### config.mk
export PLATFORM = sky130hd
export DESIGN_NAME = decode_stage
export DESIGN_NICKNAME = d
export VERILOG_FILES = /design/src/source/decode_pkg.sv /design/src/source/inst_decoder.sv /design/src/source/operand_bypass.sv /design/src/source/branch_unit.sv /design/src/source/exe_bundle.sv /design/src/source/decode_stage.sv
export SDC_FILE = /design/constraint.sdc
export NUM_CORES = 1
export LEC_CHECK = 0
export ABC_AREA = 1
export BUFFER_PORTS_ARGS = -buffer_cell sky130_fd_sc_hd__buf_2
export CORE_MARGIN = 4
export CORE_UTILIZATION = 35
export CTS_CLUSTER_SIZE = 24
export DETAILED_ROUTE_END_ITERATION = 10
export SYNTH_ARGS = -nofsm -noshare
export SYNTH_HDL_FRONTEND = slang
export SYNTH_HIERARCHICAL = 1
export SYNTH_SLANG_ARGS = --single-unit
export TNS_END_PERCENT = 1
### constraint.sdc
create_clock -name clk -period 2.3 [get_ports clk]
set_clock_uncertainty 0.05 [all_clocks]
set_input_delay 0 -clock clk [delete_from_list [all_inputs] [get_ports clk]]
set_output_delay 0 -clock clk [all_outputs]
set_load 0.1 [all_outputs]
### src/source/decode_pkg.sv
package decode_pkg;

    // ********************************************************
    // widths with a meaning
    // ********************************************************
    typedef logic [31:0] word_t;      // data word or address
    typedef logic [4:0]  reg_addr_t;  // gpr number
    typedef logic [5:0]  opcode_t;    // inst[31:26]
    typedef logic [5:0]  funct_t;     // inst[5:0], special only

    // one-hot, msb first: add sub slt sltu and nor or xor sll srl sra lui
    typedef logic [11:0] alu_ctrl_t;

    // ********************************************************
    // primary opcodes
    // ********************************************************
    localparam opcode_t OP_SPECIAL = 6'b000000;
    localparam opcode_t OP_REGIMM  = 6'b000001;  // bgez / bltz, told apart by rt
    localparam opcode_t OP_J       = 6'b000010;
    localparam opcode_t OP_JAL     = 6'b000011;
    localparam opcode_t OP_BEQ     = 6'b000100;
    localparam opcode_t OP_BNE     = 6'b000101;
    localparam opcode_t OP_BLEZ    = 6'b000110;
    localparam opcode_t OP_BGTZ    = 6'b000111;
    localparam opcode_t OP_ADDIU   = 6'b001001;
    localparam opcode_t OP_SLTI    = 6'b001010;
    localparam opcode_t OP_SLTIU   = 6'b001011;
    localparam opcode_t OP_ANDI    = 6'b001100;
    localparam opcode_t OP_ORI     = 6'b001101;
    localparam opcode_t OP_XORI    = 6'b001110;
    localparam opcode_t OP_LUI     = 6'b001111;
    localparam opcode_t OP_LW      = 6'b100011;
    localparam opcode_t OP_SW      = 6'b101011;

    // special function field
    localparam funct_t FN_SLL  = 6'b000000;
    localparam funct_t FN_SRL  = 6'b000010;
    localparam funct_t FN_SRA  = 6'b000011;
    localparam funct_t FN_SLLV = 6'b000100;
    localparam funct_t FN_SRLV = 6'b000110;
    localparam funct_t FN_SRAV = 6'b000111;
    localparam funct_t FN_JR   = 6'b001000;
    localparam funct_t FN_JALR = 6'b001001;
    localparam funct_t FN_ADDU = 6'b100001;
    localparam funct_t FN_SUBU = 6'b100011;
    localparam funct_t FN_AND  = 6'b100100;
    localparam funct_t FN_OR   = 6'b100101;
    localparam funct_t FN_XOR  = 6'b100110;
    localparam funct_t FN_NOR  = 6'b100111;
    localparam funct_t FN_SLT  = 6'b101010;
    localparam funct_t FN_SLTU = 6'b101011;

    localparam reg_addr_t LINK_REG    = 5'd31;
    localparam word_t     LINK_OFFSET = 32'd8;  // return past the delay slot

endpackage

### src/source/inst_decoder.sv
`timescale 1ns/1ps

module inst_decoder (
    input  decode_pkg::word_t     inst,
    output decode_pkg::reg_addr_t rs,
    output decode_pkg::reg_addr_t rt,
    output logic [4:0]            sa,
    output logic [15:0]           imm,
    output logic [25:0]           target,
    output decode_pkg::alu_ctrl_t alu_op,
    output logic                  shift_by_sa,
    output logic                  imm_zero_ext,
    output logic                  imm_sign_ext,
    output logic                  is_load,
    output logic                  is_store,
    output logic                  is_jr,
    output logic                  is_link,
    output logic                  is_jump,
    output logic                  is_jbr,
    output logic                  is_beq,
    output logic                  is_bne,
    output logic                  is_bgez,
    output logic                  is_bgtz,
    output logic                  is_blez,
    output logic                  is_bltz,
    output logic                  uses_rs,
    output logic                  uses_rt,
    output logic                  rf_wen,
    output decode_pkg::reg_addr_t rf_wdest
);
    import decode_pkg::*;

    opcode_t   op;
    funct_t    funct;
    reg_addr_t rd;
    logic      special;
    logic      sa_zero;
    logic      rs_zero;
    logic      rt_zero;
    logic      rd_zero;

    logic i_addu, i_subu, i_slt, i_sltu, i_and, i_nor, i_or, i_xor;
    logic i_sll, i_srl, i_sra, i_sllv, i_srlv, i_srav, i_jr, i_jalr;
    logic i_addiu, i_slti, i_sltiu, i_andi, i_ori, i_xori, i_lui;
    logic i_j, i_jal;
    logic r_var;     // r-type reading both rs and rt
    logic imm_alu;   // i-type alu reading rs
    logic branch;
    logic wdest_rt;
    logic wdest_31;
    logic wdest_rd;

    // field split
    assign op     = inst[31:26];
    assign rs     = inst[25:21];
    assign rt     = inst[20:16];
    assign rd     = inst[15:11];
    assign sa     = inst[10:6];
    assign funct  = inst[5:0];
    assign imm    = inst[15:0];
    assign target = inst[25:0];

    assign special = (op == OP_SPECIAL);
    assign sa_zero = (sa == 5'd0);
    assign rs_zero = (rs == 5'd0);
    assign rt_zero = (rt == 5'd0);
    assign rd_zero = (rd == 5'd0);

    // ********************************************************
    // recognition, unused fields must be zero
    // ********************************************************
    assign i_addu  = special & sa_zero & (funct == FN_ADDU);
    assign i_subu  = special & sa_zero & (funct == FN_SUBU);
    assign i_slt   = special & sa_zero & (funct == FN_SLT);
    assign i_sltu  = special & sa_zero & (funct == FN_SLTU);
    assign i_and   = special & sa_zero & (funct == FN_AND);
    assign i_nor   = special & sa_zero & (funct == FN_NOR);
    assign i_or    = special & sa_zero & (funct == FN_OR);
    assign i_xor   = special & sa_zero & (funct == FN_XOR);
    assign i_sllv  = special & sa_zero & (funct == FN_SLLV);
    assign i_srlv  = special & sa_zero & (funct == FN_SRLV);
    assign i_srav  = special & sa_zero & (funct == FN_SRAV);
    assign i_sll   = special & rs_zero & (funct == FN_SLL);  // all-zero nop lands here
    assign i_srl   = special & rs_zero & (funct == FN_SRL);
    assign i_sra   = special & rs_zero & (funct == FN_SRA);
    assign i_jr    = special & rt_zero & rd_zero & sa_zero & (funct == FN_JR);
    assign i_jalr  = special & rt_zero & sa_zero & (funct == FN_JALR);

    assign i_addiu = (op == OP_ADDIU);
    assign i_slti  = (op == OP_SLTI);
    assign i_sltiu = (op == OP_SLTIU);
    assign i_andi  = (op == OP_ANDI);
    assign i_ori   = (op == OP_ORI);
    assign i_xori  = (op == OP_XORI);
    assign i_lui   = (op == OP_LUI) & rs_zero;
    assign i_j     = (op == OP_J);
    assign i_jal   = (op == OP_JAL);
    assign is_load  = (op == OP_LW);
    assign is_store = (op == OP_SW);

    assign is_beq  = (op == OP_BEQ);
    assign is_bne  = (op == OP_BNE);
    assign is_bgez = (op == OP_REGIMM) & (rt == 5'd1);
    assign is_bltz = (op == OP_REGIMM) & rt_zero;
    assign is_bgtz = (op == OP_BGTZ) & rt_zero;
    assign is_blez = (op == OP_BLEZ) & rt_zero;

    // classes
    assign r_var   = i_addu | i_subu | i_slt | i_sltu | i_and | i_nor | i_or | i_xor
                   | i_sllv | i_srlv | i_srav;
    assign imm_alu = i_addiu | i_slti | i_sltiu | i_andi | i_ori | i_xori;
    assign branch  = is_beq | is_bne | is_bgez | is_bgtz | is_blez | is_bltz;

    assign shift_by_sa  = i_sll | i_srl | i_sra;
    assign imm_zero_ext = i_andi | i_ori | i_xori | i_lui;
    assign imm_sign_ext = i_addiu | i_slti | i_sltiu | is_load | is_store;

    assign is_jr   = i_jr | i_jalr;
    assign is_link = i_jal | i_jalr;
    assign is_jump = i_j | i_jal | is_jr;
    assign is_jbr  = is_jump | branch;

    // links get their add from exe_bundle
    assign alu_op = {i_addu | i_addiu | is_load | is_store,
                     i_subu,
                     i_slt | i_slti,
                     i_sltu | i_sltiu,
                     i_and | i_andi,
                     i_nor,
                     i_or | i_ori,
                     i_xor | i_xori,
                     i_sll | i_sllv,
                     i_srl | i_srlv,
                     i_sra | i_srav,
                     i_lui};

    // sources really read, drives the load-use check
    assign uses_rs = r_var | imm_alu | is_jr | is_load | is_store | branch;
    assign uses_rt = r_var | shift_by_sa | is_beq | is_bne | is_store;

    // destination select
    assign wdest_rt = imm_alu | i_lui | is_load;
    assign wdest_31 = i_jal;
    assign wdest_rd = r_var | shift_by_sa | i_jalr;
    assign rf_wen   = wdest_rt | wdest_31 | wdest_rd;
    assign rf_wdest = wdest_rt ? rt :
                      wdest_31 ? LINK_REG :
                      wdest_rd ? rd : 5'd0;  // 0 when nothing written

    always_comb begin
        assert ($onehot0(alu_op))
            else $error("alu_op has more than one operation set: %b", alu_op);
    end

endmodule

### src/source/operand_bypass.sv
`timescale 1ns/1ps

module operand_bypass (
    input  decode_pkg::reg_addr_t rs,
    input  decode_pkg::reg_addr_t rt,
    input  logic                  uses_rs,
    input  logic                  uses_rt,
    input  decode_pkg::word_t     rs_value,
    input  decode_pkg::word_t     rt_value,
    input  logic                  exe_valid,
    input  logic                  mem_valid,
    input  logic                  wb_valid,
    input  decode_pkg::reg_addr_t exe_wdest,
    input  decode_pkg::reg_addr_t mem_wdest,
    input  decode_pkg::reg_addr_t wb_wdest,
    input  decode_pkg::word_t     exe_result,
    input  decode_pkg::word_t     mem_result,
    input  decode_pkg::word_t     wb_result,
    input  logic                  exe_is_load,
    output decode_pkg::word_t     rs_fwd,
    output decode_pkg::word_t     rt_fwd,
    output logic                  stall
);
    import decode_pkg::*;

    logic exe_hits_rs;
    logic exe_hits_rt;

    // youngest producer wins, $0 always reads the file
    function automatic word_t fwd_pick(input reg_addr_t src, input word_t rf_val);
        if (src == 5'd0)
            fwd_pick = rf_val;
        else if (exe_valid && exe_wdest == src)
            fwd_pick = exe_result;
        else if (mem_valid && mem_wdest == src)
            fwd_pick = mem_result;
        else if (wb_valid && wb_wdest == src)
            fwd_pick = wb_result;
        else
            fwd_pick = rf_val;
    endfunction

    always_comb begin
        rs_fwd = fwd_pick(rs, rs_value);
        rt_fwd = fwd_pick(rt, rt_value);
    end

    // ********************************************************
    // load-use: exe result not ready until mem
    // ********************************************************
    assign exe_hits_rs = uses_rs & (rs == exe_wdest);
    assign exe_hits_rt = uses_rt & (rt == exe_wdest);
    assign stall       = exe_valid & exe_is_load & (exe_wdest != 5'd0)
                       & (exe_hits_rs | exe_hits_rt);

    // a stalled source is one that forwarding takes from execute
    always_comb begin
        assert (!stall || (exe_valid && ((exe_hits_rs && rs_fwd == exe_result)
                                      || (exe_hits_rt && rt_fwd == exe_result))))
            else $error("stall raised with no matching producer in execute");
    end

endmodule

### src/source/branch_unit.sv
`timescale 1ns/1ps

module branch_unit (
    input  logic              clk,
    input  logic              rst_n,
    input  logic              id_valid,
    input  logic              if_over,
    input  decode_pkg::word_t pc,
    input  decode_pkg::word_t rs_fwd,
    input  decode_pkg::word_t rt_fwd,
    input  logic [15:0]       imm,
    input  logic [25:0]       target,
    input  logic              is_jump,
    input  logic              is_jr,
    input  logic              is_jbr,
    input  logic              is_beq,
    input  logic              is_bne,
    input  logic              is_bgez,
    input  logic              is_bgtz,
    input  logic              is_blez,
    input  logic              is_bltz,
    input  logic              stall,
    output logic              jbr_taken,
    output decode_pkg::word_t jbr_target,
    output logic              id_over
);
    import decode_pkg::*;

    word_t bd_pc;      // delay slot pc
    word_t j_target;
    word_t br_target;
    logic  rs_eq_rt;
    logic  rs_zero;
    logic  rs_neg;
    logic  br_taken;
    logic  if_over_q;  // fetch done, one edge late

    assign bd_pc = pc + 32'd4;

    // ********************************************************
    // condition and target
    // ********************************************************
    assign rs_eq_rt = (rs_fwd == rt_fwd);
    assign rs_zero  = (rs_fwd == 32'd0);
    assign rs_neg   = rs_fwd[31];

    assign br_taken = (is_beq & rs_eq_rt)
                    | (is_bne & ~rs_eq_rt)
                    | (is_bgez & ~rs_neg)
                    | (is_bgtz & ~rs_neg & ~rs_zero)
                    | (is_blez & (rs_neg | rs_zero))
                    | (is_bltz & rs_neg);

    assign j_target  = is_jr ? rs_fwd : {bd_pc[31:28], target, 2'b00};
    assign br_target = bd_pc + {{14{imm[15]}}, imm, 2'b00};

    always_ff @(posedge clk or negedge rst_n) begin
        if (!rst_n)
            if_over_q <= 1'b0;
        else
            if_over_q <= if_over;
    end

    // jumps wait until fetch has settled the delay slot
    assign id_over    = id_valid & ~stall & (~is_jbr | if_over_q);
    assign jbr_taken  = (is_jump | br_taken) & id_over;
    assign jbr_target = is_jump ? j_target : br_target;

    assert property (@(posedge clk) disable iff (!rst_n)
                     jbr_taken |-> id_over && $past(if_over))
        else $error("redirect issued before fetch finished");

endmodule

### src/source/exe_bundle.sv
`timescale 1ns/1ps

module exe_bundle (
    input  decode_pkg::word_t     pc,
    input  decode_pkg::word_t     rs_fwd,
    input  decode_pkg::word_t     rt_fwd,
    input  logic [4:0]            sa,
    input  logic [15:0]           imm,
    input  decode_pkg::alu_ctrl_t alu_op,
    input  logic                  shift_by_sa,
    input  logic                  imm_zero_ext,
    input  logic                  imm_sign_ext,
    input  logic                  is_link,
    input  logic                  is_load,
    input  logic                  is_store,
    output decode_pkg::alu_ctrl_t alu_control,
    output decode_pkg::word_t     alu_operand1,
    output decode_pkg::word_t     alu_operand2,
    output logic                  mem_load,
    output logic                  mem_store,
    output decode_pkg::word_t     store_data
);
    import decode_pkg::*;

    word_t imm_zx;
    word_t imm_sx;

    assign imm_zx = {16'd0, imm};
    assign imm_sx = {{16{imm[15]}}, imm};

    // link writes pc + 8 through the adder
    assign alu_control = alu_op | {is_link, 11'd0};

    assign alu_operand1 = is_link     ? pc :
                          shift_by_sa ? {27'd0, sa} : rs_fwd;

    assign alu_operand2 = is_link      ? LINK_OFFSET :
                          imm_zero_ext ? imm_zx :
                          imm_sign_ext ? imm_sx : rt_fwd;

    assign mem_load   = is_load;
    assign mem_store  = is_store;
    assign store_data = rt_fwd;  // word store only

endmodule

### src/source/decode_stage.sv
`timescale 1ns/1ps

module decode_stage (
    input  logic                  clk,
    input  logic                  rst_n,
    input  logic                  id_valid,
    input  logic                  if_over,
    input  decode_pkg::word_t     pc,
    input  decode_pkg::word_t     inst,
    input  decode_pkg::word_t     rs_value,
    input  decode_pkg::word_t     rt_value,
    input  logic                  exe_valid,
    input  logic                  mem_valid,
    input  logic                  wb_valid,
    input  decode_pkg::reg_addr_t exe_wdest,
    input  decode_pkg::reg_addr_t mem_wdest,
    input  decode_pkg::reg_addr_t wb_wdest,
    input  decode_pkg::word_t     exe_result,
    input  decode_pkg::word_t     mem_result,
    input  decode_pkg::word_t     wb_result,
    input  logic                  exe_is_load,
    output decode_pkg::reg_addr_t rs,
    output decode_pkg::reg_addr_t rt,
    output logic                  jbr_taken,
    output decode_pkg::word_t     jbr_target,
    output logic                  id_over,
    output decode_pkg::alu_ctrl_t alu_control,
    output decode_pkg::word_t     alu_operand1,
    output decode_pkg::word_t     alu_operand2,
    output logic                  mem_load,
    output logic                  mem_store,
    output decode_pkg::word_t     store_data,
    output logic                  rf_wen,
    output decode_pkg::reg_addr_t rf_wdest,
    output decode_pkg::word_t     ex_pc
);
    import decode_pkg::*;

    // ********************************************************
    // decoder to the other blocks, names match port names
    // ********************************************************
    logic [4:0]  sa;
    logic [15:0] imm;
    logic [25:0] target;
    alu_ctrl_t   alu_op;
    logic        shift_by_sa;
    logic        imm_zero_ext;
    logic        imm_sign_ext;
    logic        is_load;
    logic        is_store;
    logic        is_jr;
    logic        is_link;
    logic        is_jump;
    logic        is_jbr;
    logic        is_beq;
    logic        is_bne;
    logic        is_bgez;
    logic        is_bgtz;
    logic        is_blez;
    logic        is_bltz;
    logic        uses_rs;
    logic        uses_rt;
    word_t       rs_fwd;    // after forwarding
    word_t       rt_fwd;
    logic        stall;

    inst_decoder   i_inst_decoder (.*);
    operand_bypass i_operand_bypass (.*);
    branch_unit    i_branch_unit (.*);
    exe_bundle     i_exe_bundle (.*);

    assign ex_pc = pc;  // execute needs it for exceptions-free link and debug

endmodule

==> metrics.md <==
| Metric | Value |
|---|---|
| Unique cell type count in the Yosys netlist | 54 |
| Mapped Cells | 2511 |
| EDFF count, synth | 0 |
| Min-delay worst type | primary input to flop |
| Arrival @ worst endpoint | 2.65 ns |
| Antenna-violating nets left | 0 |
| Top Ports | 439 |
| Top_reg_cell synth | dfrtp_1 |
| Failing checks | setup timing |
| Regs by FF count | i_branch_unit/if_over_q x1 |
| Mapped Area | 12100 um^2 |
| Chip width | 194 um |
| Initial DRC Count | 1291 |
| DR vias/cell | 5.10 |
| Synth top area share | 27.6% |
| Syn Area/Cell | 4.82 um^2 |
| 1st-pass router iterations | 6 |
| Fillers | 3494 |
| DRC viols | 0 |
| Least-Margin Pin Slew | 0.515 ns |
| Final Critical Period | 2.70 ns |
| CP Class | primary input to primary output |
| Most flops, register | i_branch_unit/if_over_q |
| Outcome | complete, but fails checks |
| Max-cap violations | 0 |
| Layout cell share with drive strength beyond 1 | 35.4% |
| First-pass GRT wire length | 99700 um |
| Peak VDD IR | 0.339 mV |
| Leakage power | 11.3 nW |
| WL/cell | 18.9 um |
| Port Buffer Count | 438 |
| Via Count | 17900 |
| Leading area contributor after synthesis | nand2_1 |
| Final period utilization | 117% |
| Post-synth ARST share | 100% |
| Total grt overflow | 0 |
| Post-synthesis register bit count | 1 |
| P per Cell Area | 389 nW/um^2 |
| Worst-path clk slew | 0 ns |
| Ys Warns | 6 |
| Mapped Nets | 2794 |
| Vias in the first global route | 17300 |
| Commonest non-fill, non-tap cells in the layout | nand2_1 (843), inv_1 (392), buf_4 (318) |
| Hold Path Depth | 1 |
| Sequential area share after synthesis | 0.207% |
| DP Wirelength | 55700 um |
| Nets | 3348 |
| Final core utilization | 56.9% |
| Final hold violations | 0 |
| Tot GR Track Use | 32.9% |
| Max Slew Vio Count | 0 |
| Starting Density | 35.8% |
| Setup Viol. Count Final | 24 |
| Critical path endpoint category | primary output |
| Row count | 67 |
| Most common cell after layout, fill and taps aside | nand2_1 |
| Setup ws final | -0.395 ns |
| Max Fclk | 0.371 GHz |
| Area growth syn-to-layout | 58.9% |
| Core area | 33800 um^2 |
| Die Y | 194 um |
| Crit path max fanout | 5 |
| GPL Wtd Cong | 1.01 |
| Largest net degree at the start of global routing | 66 |
| Total power | 7.48 mW |
| Crit start category | primary input |
| RSZ-0062 raised after global routing | true |
| Die area | 37600 um^2 |
| Max reg flops | 1 |
| Max_slew headroom | 65.4% |
| Top post-synthesis cells by area | nand2_1 (28%), inv_1 (12%), nand3_1 (11%), nor2_1 (9.8%), buf_4 (9.2%) |
| Drt total wl | 66200 um |
| Worst path required time | 2.25 ns |
| Initial antenna violation count | 2 |
-- per-layer routing --
layer / track usage [%] / part of all wire [%] / vias to the layer above
met1: 41.9 / 40 / 8135
met3: 4.27 / 8.3 / 188
met4: 13.0 / 5.6 / 4
met5: 0 / 0.020 / -
met2: 56.4 / 46 / 926
li1: - / - / 8656
-- power breakdown --
part | switching [mW] | internal (mW) | total (mW)
clock network | 0 | 0.0000000581 | 0.0000000581
registers | 0.000628 | 0.0188 | 0.0195
logic | 4.90 | 2.56 | 7.46
-- synthesized netlist by cell type, types with 3 or more instances --
| cell type | instances |
|---|---|
| xor2_1 | 16 |
| nor2_1 | 315 |
| nand2_2 | 16 |
| nand3_1 | 256 |
| xnor2_1 | 36 |
| a22oi_1 | 24 |
| buf_6 | 10 |
| or2_2 | 3 |
| nand4_1 | 50 |
| a21oi_2 | 10 |
| inv_2 | 17 |
| nand3_2 | 22 |
| o21ai_1 | 4 |
| nor2_2 | 21 |
| ha_1 | 35 |
| nand2_4 | 3 |
| inv_1 | 399 |
| nor3_2 | 4 |
| nor2_8 | 5 |
| o22ai_1 | 5 |
| nor3_1 | 16 |
| a21oi_1 | 52 |
| clkbuf_1 | 26 |
| or2_1 | 3 |
| nor2_4 | 10 |
| buf_4 | 149 |
| nand2_1 | 890 |
| buf_2 | 40 |
| o21ai_0 | 35 |
| o21bai_1 | 4 |
| nand3b_1 | 4 |
-- final cells by class --
type	instances	area [um^2]	area share, %
sequential	1	25.0	0.130
antenna	1	2.50	0.0130
multi-input combinational	1862	9850	51.2
inverter	417	1570	8.14
tap	448	561	2.91
timing repair buffer	783	7230	37.6
-- critical path: stages --
cell	delay (ns)
buf_8	0.09
ha_4	0.14
nand2_4	0.06
nor3_4	0.21
nand2_2	0.13
nor2_4	0.18
nand3_2	0.12
nor2_2	0.10
xnor2_1	0.12
inv_1	0.09
ha_4	0.30
nand2_2	0.07
buf_4	0.15
nor3_4	0.21
a21oi_2	0.09
buf_4	0.14
nand3_2	0.06
nand3_2	0.11
nand2_2	0.11
buf_12	0.17
-- cells by family after synthesis --
logic type	Yosys count	share of synthesized area (%)
simple gates	1629	58.8
buf+inv	648	26.0
compound gates	144	7.35
xor+xnor	52	3.76
fa+ha+maj	36	3.78
mux	1	0.0827
flops	1	0.207
-- what timing repair did --
| action | CTS | global route |
|---|---|---|
| hold buffers | 1 | 0 |
| pin swaps | 44 | 64 |
| buffers inserted | 7 | 6 |
| resized for setup | 115 | 124 |
| endpoints found under the setup margin | 40 | 86 |
| endpoints found under the hold margin | 1 | 0 |
-- final timing paths --
check | start | slack [ns] | end
max | pc[2] | -0.40 | jbr_target[29]
min | if_over | 0.06 | i_branch_unit/if_over_q
max in group asynchronous | rst_n | 1.85 | i_branch_unit/if_over_q
min in group asynchronous | rst_n | 0.26 | i_branch_unit/if_over_q
-- per-stage QoR --
step	setup WS [ns]	setup TNS (ns)	hold slack (ns)	instance area, um^2	std cells
finish	-0.395	-6.75	0.0616	19200	3512
global route	-0.558	-10.88	0.0743	19200	3511
CTS	-0.444	-8.71	0.0613	18700	3505
detailed placement	-0.731	-13.72	-0.273	18200	3497
global placement	-0.635	-12.09	-0.274	18200	3497
floorplan	-0.541	-14.72	-0.346	12100	2511
(Power assumes the default switching activity.)
